File: config.mk
export PLATFORM = sky130hd
export DESIGN_NAME = window_buffer
export DESIGN_NICKNAME = d
export VERILOG_FILES = /design/src/verilog/conv_data_pkg.sv /design/src/verilog/window_buffer.sv
export VERILOG_INCLUDE_DIRS = /design/src /design/src/include
export SDC_FILE = /design/constraint.sdc
export NUM_CORES = 1
export LEC_CHECK = 0
export BUFFER_PORTS_ARGS = -buffer_cell sky130_fd_sc_hd__buf_2
export CAP_MARGIN = 10
export CORE_MARGIN = 2
export CORE_UTILIZATION = 25
export CTS_BUF_LIST = sky130_fd_sc_hd__clkbuf_2 sky130_fd_sc_hd__clkbuf_4 sky130_fd_sc_hd__clkbuf_8
export DETAILED_ROUTE_END_ITERATION = 10
export PLACE_DENSITY_LB_ADDON = 0.05
export SYNTH_ARGS = -nofsm -noshare
export SYNTH_HDL_FRONTEND = slang
export SYNTH_SLANG_ARGS = --single-unit
export TNS_END_PERCENT = 20
File: constraint.sdc
create_clock -name clk -period 6.3 [get_ports clk]
set_input_delay 0.315 -clock clk [delete_from_list [all_inputs] [get_ports clk]]
set_output_delay 0.315 -clock clk [all_outputs]
set_load 0.03 [all_outputs]
File: src/include/conv_macros.svh
`ifndef CONV_MACROS_SVH
`define CONV_MACROS_SVH

// image and kernel geometry
`define CONV_IMG_WIDTH 8
`define CONV_KERNEL 3
`define CONV_TAPS 9
`define CONV_OUT_CH 4
`define CONV_OUT_SIDE (`CONV_IMG_WIDTH - `CONV_KERNEL + 1)

// datapath widths
`define CONV_PIXEL_W 8
`define CONV_WEIGHT_W 8
`define CONV_BIAS_W 16
`define CONV_ACC_W 20
`define CONV_ADDR_W 8

`endif
File: src/verilog/conv_data_pkg.sv
`default_nettype none

`include "conv_macros.svh"

package conv_data_pkg;

	typedef logic [`CONV_PIXEL_W-1:0] pixel_t;
	typedef logic signed [`CONV_WEIGHT_W-1:0] weight_t;
	typedef logic signed [`CONV_BIAS_W-1:0] bias_t;

	// nine products plus bias without saturation
	typedef logic signed [`CONV_ACC_W-1:0] acc_t;

	// channel 0 in the lowest bits
	typedef acc_t [`CONV_OUT_CH-1:0] result_t;

endpackage

`default_nettype wire

File: src/verilog/window_buffer.sv
`default_nettype none

`include "conv_macros.svh"

module window_buffer (
	input  logic                  clk,
	input  logic                  rst,
	input  conv_data_pkg::pixel_t pixel_data,
	output conv_data_pkg::pixel_t window [`CONV_TAPS]
);

	localparam int K   = `CONV_KERNEL;
	localparam int DLY = `CONV_IMG_WIDTH - `CONV_KERNEL;

	// line[r] feeds window row r from the row below
	conv_data_pkg::pixel_t line [K-1][DLY];
	conv_data_pkg::pixel_t row_in [K];

	always_comb
	begin
		row_in[K-1] = pixel_data;
		for (int r = 0; r < K - 1; r++)
			row_in[r] = line[r][DLY-1];
	end

	always_ff @(posedge clk or posedge rst)
	begin
		if (rst)
		begin
			for (int i = 0; i < `CONV_TAPS; i++)
				window[i] <= '0;
			for (int r = 0; r < K - 1; r++)
				for (int d = 0; d < DLY; d++)
					line[r][d] <= '0;
		end
		else
		begin
			// newest pixel of each row sits at the right
			for (int r = 0; r < K; r++)
			begin
				window[r*K + K - 1] <= row_in[r];
				for (int c = 0; c < K - 1; c++)
					window[r*K + c] <= window[r*K + c + 1];
			end
			for (int r = 0; r < K - 1; r++)
			begin
				line[r][0] <= window[(r + 1) * K];
				for (int d = 1; d < DLY; d++)
					line[r][d] <= line[r][d-1];
			end
		end
	end

endmodule

`default_nettype wire

; Word level (Yosys, flattened, before mapping)
; Cells that the tools add are included.
[totals]
in_bits = 10
out_inout_bits = 72
register_bits = 152
n_memories = 0
latchBits = 0
mem_bits_ro = 0
ramBits = 0
elab_cells = 19
[op_classes]
muxes = 0
n_shift = 0
multipliers = 0
bitwise = 0
n_reduce_logical = 0
add_sub_neg = 0
div = 0
n_eq_ne = 0
order_cmp = 0

; Longest topological paths before layout
; Gate-level depths: netlist of the first run.
[logic_depth]
ltp_word = 0
ltp_mapped = 1
mapped_depth_nobuf = 1

; Least setup slack after synthesis of the first run
; OpenSTA, ideal clock, no wires.
[synth_path]
path_kind = register to output
start = register window[0] (netlist bit)
end = output port window[0] (netlist bit)
arrival_time_ps = 479
path_buffers = 0
path_slack_ps = 5506
stages_incl_launch_ff = 1
required_ps = 5985
cell_sequence = dfrtp_1
[synth_rtl]
columns = item, line
row1 = start: declaration, window_buffer.sv:9  ; output conv_data_pkg::pixel_t window [`CONV_TAPS]
row2 = start signal: indexed assignment, window_buffer.sv:41  ; window[r*K + K - 1] <= row_in[r];
row3 = start signal: indexed assignment, window_buffer.sv:43  ; window[r*K + c] <= window[r*K + c + 1];
; No word-level cell between the ends.

==> impl_metrics.yaml, run 1 <==
global_routing:
  grt_pass1_wl_mm: 8.62
  grt_usage_pct: 7.21
  antenna_found_initial: 0
  grt_max_degree: 85
  grt_pass1_vias: 1736
  grt.overflow.total: 0
critical_path:
  r2r_cells: 0
  critical_path_buf_inv_count: 3
  path_cells: "buf_2 -> inv_6 -> buf_4"
  cp.required_ps: 6740
  slowest_delay_ps: 790
  cp.arrival_ps: 1810
  crit_start: "rst"
  endpoint_kind: "async pin"
  critPathTopFamily: "buffers and inverters"
  cp-start-kind: "primary input"
  critPathKind: "in -> async"
  critical_path.slowest_cell: "buf_4"
  crit_fanout: 84
  critical_path_cell_count: 3
  regToRegStartpoint: "window[44]$_DFF_PP0_"
clock_network:
  clk_pin_slew_ps: 80
  insertion_delay_ps: 420
  cts_setup_buffers: 0
  cts_tree: "yes"
  htreeDepth: 4
  clockBufferDepth: 2
  cts-root-buf: "clkbuf_8"
  hold_buffers: 8
  ctsResizeCount: 0
  cts_made_buffers: 17
  cts.sinks: 152
finish:
  mostFrequentLayoutCells: "dfrtp_1 (152), buf_2 (81), clkbuf_8 (20)"
  antenna_cells: 0
  area_growth_pct: 31.0
  drive_gt1_share_pct: 41.8
  multi_input_area_um2: 0
  multi_input_gates: 0
  nets: 272
  final_common_cell: "dfrtp_1"
route:
  via_per_inst: 3.48
  dr.first_iter.drc_count: 69
  routed_wl_mm: 5.21
  firstDrtPassIters: 3
  drc: 0
  vias: 1613
  antenna_left: 0
  wire_per_inst_um: 11.3
floorplanning:
  io_pins: 82
  die_area_mm2: 0.0162
  die_w_um: 127
  die_h_um: 127
  core_area_mm2: 0.0150
  initial_core_util_pct: 25.3
  rows: 45
logic_synthesis:
  syn_inst: 153
  syn-num-nets: 163
  yosysWarnings: 0
  ys_types: 2
  ys_ff_latch: 152
  yosysTopAreaCell: "dfrtp_1"
  synth_top_area_share_pct: 99.9
  synth_area_mm2: 0.00381
  synthTopCellsByArea: "dfrtp_1 (100%), inv_1 (0.099%)"
  seq_area_frac_synth_pct: 99.9
  avgSynthCellArea_um2: 24.9
sta:
  tightest_slew_ps: 844
  slew_violations: 0
  clock_skew_ps: 7.44
  slew_headroom_pct: 43.8
  fin_tns_setup_ps: 0
  finalSetupViolCount: 0
  fmax_mhz: 731
  rsz0062_at_grt: "no"
  finalHoldViolations: 0
  fin_crit_ps: 1370
  period_share_pct: 21.7
pwr:
  power_mw: 1.95
  ir_drop_v: 0.000176
  p_per_area_mw_per_mm2: 390
  leakagePower_nw: 2.36
status:
  outcome: "completed"
placement:
  detailedPlacementHpwl_mm: 2.88
  port_buffers: 81
  place_congestion: 0.618
min_path:
  min-delay-path-class: "in -> async"
run:
  maxCapViolCount: 0
[per-stage QoR]
stage               setup WS (ps)  hold slack [ps]  instance area (µm²)  util [%]  std cells
finish                       4930             9.10                 4990      33.2        463
global route                 4620             54.7                 4990      33.2        463
CTS                          4830             23.7                 4990      33.2        463
detailed placement           4340              335                 4460      29.7        423
global placement             4400              332                 4460      29.7        423
floorplan                    1890              331                 3810         -        153
[Yosys cell counts]
library cell	number
inv_1	1
dfrtp_1	152
[cell type report]
| cell class | instances | area, µm² |
|---|---|---|
| Inverter | 1 | 8.76 |
| Sequential cell | 152 | 3800 |
| Fill cell | 1456 | 10000 |
| Clock inverter | 8 | 143 |
| Timing Repair Buffer | 90 | 493 |
| Clock buffer | 24 | 305 |
| Tap cell | 188 | 235 |
[path summary, 6_finish.rpt]
kind / slack, ps / end
min: 9 / window[42]$_DFF_PP0_
min in group clk: 350 / window[52]$_DFF_PP0_
max reg2reg: 5770 / line[76]$_DFF_PP0_
max: 4930 / window[63]$_DFF_PP0_
max in group clk: 4960 / window[44]
min reg2reg: 350 / window[52]$_DFF_PP0_
[report_power, final]
| group | leakage (nW) | internal, mW | switching (mW) |
|---|---|---|---|
| Combinational | 0.361 | 0.0218 | 0.0767 |
| Clock | 0.231 | 0.480 | 0.327 |
| Sequential | 1.77 | 1.02 | 0.0163 |
[registers in the layout, indices dropped and copies added (netlist names)]
register and count:
line 80, window 72
[cell families (layout without fill, tap and decap cells)]
family	after synthesis	in the layout	share of synthesized area [%]
buffers and inverters	1	123	0.0985
flip-flops	152	152	99.9
[metal layers]
metal / global-route usage, % / share of wire, % / vias up
li1: - / - / 693
met1: 7.93 / 41 / 850
met2: 10.5 / 48 / 65
met3: 4.73 / 9.1 / 5
met4: 4.07 / 1.4 / 0
met5: 0 / 0 / -
No activity file was read; power rests on OpenSTA's default activity.
==> run 2: changes to the inputs <==
==> constraint.sdc (replaced) <==
create_clock -name clk -period 1.1 [get_ports clk]
set_input_delay 0.055 -clock clk [delete_from_list [all_inputs] [get_ports clk]]
set_output_delay 0.055 -clock clk [all_outputs]
set_load 0.03 [all_outputs]
==> run 2 against run 1 <==
Via count increased by 3.5%. Largest cell class unchanged. Combinational power increased to 6.8 times the previous value. Clock skew decreased by 0.62 ps. Critical path type is now reg -> out. Largest power group unchanged. Register-to-register slack got worse by 5300 ps.
==> impl_metrics.yaml, run 2 (synthesized netlist as in run 1, its figures left out) <==
status:
  outcome: "completed"
run:
  maxCapViolCount: 0
route:
  antenna_left: 0
  wire_per_inst_um: 11.6
  vias: 1670
  firstDrtPassIters: 4
  dr.first_iter.drc_count: 69
  routed_wl_mm: 5.43
  drc: 0
  via_per_inst: 3.56
global_routing:
  grt_pass1_wl_mm: 9.49
  grt.overflow.total: 0
  grt_usage_pct: 7.86
  antenna_found_initial: 0
  grt_max_degree: 41
  grt_pass1_vias: 1876
critical_path:
  cp.arrival_ps: 1000
  path_cells: "buf_2"
  slowest_delay_ps: 390
  crit_fanout: 2
  critical_path_buf_inv_count: 1
  critPathTopFamily: "flip-flops"
  cp-start-kind: "register"
  endpoint_kind: "output port"
  critPathKind: "reg -> out"
  cp.required_ps: 1040
  critical_path.slowest_cell: "dfrtp_1"
floorplanning:
  die_h_um: 127
  die_area_mm2: 0.0162
  die_w_um: 127
  io_pins: 82
  rows: 45
  core_area_mm2: 0.0150
  initial_core_util_pct: 25.3
finish:
  final_area_mm2: 0.00526
  fillers: 1436
  area_growth_pct: 38.1
  final_common_cell: "dfrtp_1"
  antenna_cells: 0
  largest_reg_flops: 80
  largestRegisters: "line: 80 flops, window: 72 flops"
  multi_input_gates: 0
  nets: 279
  mostFrequentLayoutCells: "dfrtp_1 (152), buf_2 (59), clkbuf_8 (23)"
  largest_register: "line"
  multi_input_area_um2: 0
  post-route-util_pct: 35.0
  drive_gt1_share_pct: 42.7
clock_network:
  insertion_delay_ps: 420
  cts_made_buffers: 17
  cts-root-buf: "clkbuf_8"
  clockBufferDepth: 2
  cts.sinks: 152
  clk_pin_slew_ps: 70
  htreeDepth: 4
  cts_tree: "yes"
pwr:
  ir_drop_v: 0.00105
  leakagePower_nw: 2.47
  p_per_area_mw_per_mm2: 2160
sta:
  clock_skew_ps: 6.82
  period_share_pct: 95.5
  finalSetupViolCount: 0
  slew_headroom_pct: 72.5
  tightest_slew_ps: 412
  finalHoldViolations: 0
  slew_violations: 0
  fin_crit_ps: 1050
  fmax_mhz: 952
  rsz0062_at_grt: "yes"
placement:
  detailedPlacementHpwl_mm: 3.33
  place_congestion: 0.638
  port_buffers: 81
  placed_cell_area_mm2: 0.00455
min_path:
  min-delay-path-class: "in -> async"
## run 2: cell types whose count changed in the layout (fill, tap and decap cells not counted), sizes merged
cell	before	now
clkinvlp	1	2
buf	82	88
clkinv	3	2
dlygate4sd3	8	9
inv	1	0
## run 2: final timing paths
kind                       depth (start not counted)  slack (ps)                 start              endpoint
setup / recovery                                   1          50  window[49]$_DFF_PP0_            window[49]
hold / removal                                     3         180                   rst  window[65]$_DFF_PP0_
setup reg to reg                                   1         460  window[28]$_DFF_PP0_  window[36]$_DFF_PP0_
hold reg to reg                                    0         340    line[70]$_DFF_PP0_    line[62]$_DFF_PP0_
max in group asynchronous                          4         390                   rst    line[52]$_DFF_PP0_
min in group clk                                   2         260         pixel_data[1]   window[1]$_DFF_PP0_
## run 2: repair_timing
item / in CTS / in global routing
setup endpoints to repair: 5 / 60
gates resized for setup: 6 / 55
hold buffers: 9 / 0
setup buffers: 0 / 2
endpoints found under the hold margin: 160 / 0
## run 2: power by group
part / internal, mW / total [mW] / leakage (nW) / switching [mW]
clock: 2.85 / 4.72 / 0.234 / 1.87
combinational: 0.213 / 0.666 / 0.460 / 0.454
sequential: 5.87 / 5.97 / 1.77 / 0.103
## run 2: cell type report
cell class | count | area [µm²] | area share, %
clock buffer | 24 | 324 | 6.17
clock inverter | 7 | 138 | 2.62
inverter | 1 | 7.51 | 0.143
sequential | 152 | 3800 | 72.4
tap | 188 | 235 | 4.48
timing repair buffer | 97 | 748 | 14.2
## run 2: metrics by stage
step           instances  hold slack (ps)  total power, mW  worst slack (ps)  TNS [ps]
2_1_floorplan        153             86.4             6.42              -872   -132540
3_5_place_dp         427             85.4             6.68               463         0
3_3_place_gp         427             85.7             6.67               462         0
5_1_grt              469              163             11.9             -16.7      -384
4_1_cts              467              156             11.5             0.405         0
6_report             469              177             11.4              49.4         0
## run 2: layer usage
metal | vias up | GRT usage, % | wire length (µm)
met2 | 70 | 11.1 | 2540
met3 | 7 | 4.86 | 482
li1 | 704 | - | -
met5 | - | 0 | 0
met4 | 0 | 3.88 | 82
met1 | 889 | 9.41 | 2330
==> run 3: changes to the inputs <==
--- a/config.mk
+++ b/config.mk
@@ -13,6 +13,7 @@
 export CTS_BUF_LIST = sky130_fd_sc_hd__clkbuf_2 sky130_fd_sc_hd__clkbuf_4 sky130_fd_sc_hd__clkbuf_8
 export DETAILED_ROUTE_END_ITERATION = 10
 export PLACE_DENSITY_LB_ADDON = 0.05
+export RECOVER_POWER = 50
 export SYNTH_ARGS = -nofsm -noshare
 export SYNTH_HDL_FRONTEND = slang
 export SYNTH_SLANG_ARGS = --single-unit
==> run 3 against run 2 <==
Die area unchanged. Non-clock buffer count unchanged. Clock power about the same. Critical endpoint unchanged. Largest power group unchanged. Highest routed layer unchanged.
==> impl_metrics.yaml, run 3 (synthesized netlist as in run 1, its figures left out) <==
finish:
  multi_input_area_um2: 0
  post-route-util_pct: 34.9
  largest_reg_flops: 80
  nets: 279
  drive_gt1_share_pct: 42.3
  stdcell_count: 469
  largestRegisters: "line: 80 flops, window: 72 flops"
  antenna_cells: 0
  final_area_mm2: 0.00525
  mostFrequentLayoutCells: "dfrtp_1 (152), buf_2 (58), clkbuf_8 (23)"
  final_common_cell: "dfrtp_1"
  fillers: 1436
  seq_area_mm2: 0.00380
  area_growth_pct: 38.0
  largest_register: "line"
  multi_input_gates: 0
global_routing:
  grt_pass1_vias: 1876
  grt_usage_pct: 7.86
  grt_pass1_wl_mm: 9.49
  grt.overflow.total: 0
  antenna_found_initial: 0
  grt_max_degree: 41
critical_path:
  reg2reg_to: "window[36]$_DFF_PP0_"
  cp.required_ps: 1040
  critical_path.slowest_cell: "dfrtp_1"
  crit_fanout: 2
  path_cells: "buf_2"
  cp-start-kind: "register"
  endpoint_kind: "output port"
  r2r_cells: 1
  worst-r2r-setup-slack_ps: 460
  critPathKind: "reg -> out"
  cp.arrival_ps: 1000
  slowest_delay_ps: 390
  critical_path_buf_inv_count: 1
  critPathTopFamily: "flip-flops"
  regToRegStartpoint: "window[28]$_DFF_PP0_"
pwr:
  ir_drop_v: 0.00105
  switching_power_mw: 2.43
  p_per_area_mw_per_mm2: 2160
  leakagePower_nw: 2.46
  power_mw: 11.4
  pwr-share-clk_pct: 41.6
  combPwrFrac_pct: 5.9
  internal_power_mw: 8.93
  seqPwrFrac_pct: 52.6
  switching_share_pct: 21.4
route:
  routed_wl_mm: 5.43
  firstDrtPassIters: 4
  vias: 1670
  dr.first_iter.drc_count: 69
  via_per_inst: 3.56
  wire_per_inst_um: 11.6
  drc: 0
  antenna_left: 0
clock_network:
  clockBufferDepth: 2
  cts.sinks: 152
  cts_made_buffers: 17
  cts_tree: "yes"
  htreeDepth: 4
  insertion_delay_ps: 420
  cts-root-buf: "clkbuf_8"
  clk_pin_slew_ps: 70
run:
  maxCapViolCount: 0
min_path:
  min-delay-path-class: "in -> reg"
  hp-start: "pixel_data[1]"
  min_path_cells: 2
  hold_end: "window[1]$_DFF_PP0_"
floorplanning:
  io_pins: 82
  rows: 45
  die_h_um: 127
  die_w_um: 127
  initial_core_util_pct: 25.3
  core_area_mm2: 0.0150
  die_area_mm2: 0.0162
sta:
  fin_tns_setup_ps: 0
  period_share_pct: 95.5
  finalSetupViolCount: 0
  slew_violations: 0
  rsz0062_at_grt: "yes"
  finalHoldViolations: 0
  whs_ps: 265
  layout_setup_ws_ps: 49.4
  fmax_mhz: 952
  tightest_slew_ps: 828
  clock_skew_ps: 6.82
  fin_crit_ps: 1050
  slew_headroom_pct: 44.5
placement:
  detailedPlacementHpwl_mm: 3.33
  place_congestion: 0.638
  port_buffers: 81
  dp_cells: 427
  placed_cell_area_mm2: 0.00455
  dpl_worst_slack_ps: 463
status:
  outcome: "completed"
-- run 3: final cells by class --
class	instances	share of cell area (%)
clock buffers	24	6.17
repair buffers	97	14.2
flip-flops and latches	152	72.4
clock inverters	7	2.62
well taps	188	4.48
inverters	1	0.0953
-- run 3: worst max path at each step --
stage / startpoint / to / slack, ps / cells after the start
global placement: rst / window[12]$_DFF_PP0_ / 460 / 3
detailed placement: rst / window[12]$_DFF_PP0_ / 460 / 3
CTS: window[44]$_DFF_PP0_ / window[44] / 0.4 / 1
floorplan: rst / line[0]$_DFF_PP0_ / -870 / 1
finish: window[49]$_DFF_PP0_ / window[49] / 50 / 1
global route: window[51]$_DFF_PP0_ / window[51] / -20 / 1
-- run 3: power by group through the flow --
stage               combinational, mW  clock, mW  sequential (mW)
floorplan                      0.0820          0             6.34
global placement                0.607          0             6.07
detailed placement              0.607          0             6.08
CTS                             0.638       4.94             5.97
global route                    0.717       5.19             6.01
finish                          0.665       4.72             5.97
-- run 3: per-layer routing --
| layer | wire [µm] | part of all wire, % | vias up | global-route usage [%] |
|---|---|---|---|---|
| met5 | 0 | 0 | - | 0 |
| met4 | 82 | 1.5 | 0 | 3.88 |
| met3 | 482 | 8.9 | 7 | 4.86 |
| met2 | 2540 | 47 | 70 | 11.1 |
| met1 | 2330 | 43 | 889 | 9.41 |
| li1 | - | - | 704 | - |
-- run 3: timing repair --
| item | CTS | global route |
|---|---|---|
| gates cloned | 0 | 0 |
| hold endpoints to repair | 160 | 0 |
| resized for setup | 6 | 55 |
| hold buffers | 9 | 0 |
| endpoints found under the setup margin | 5 | 60 |
| buffers inserted | 0 | 2 |
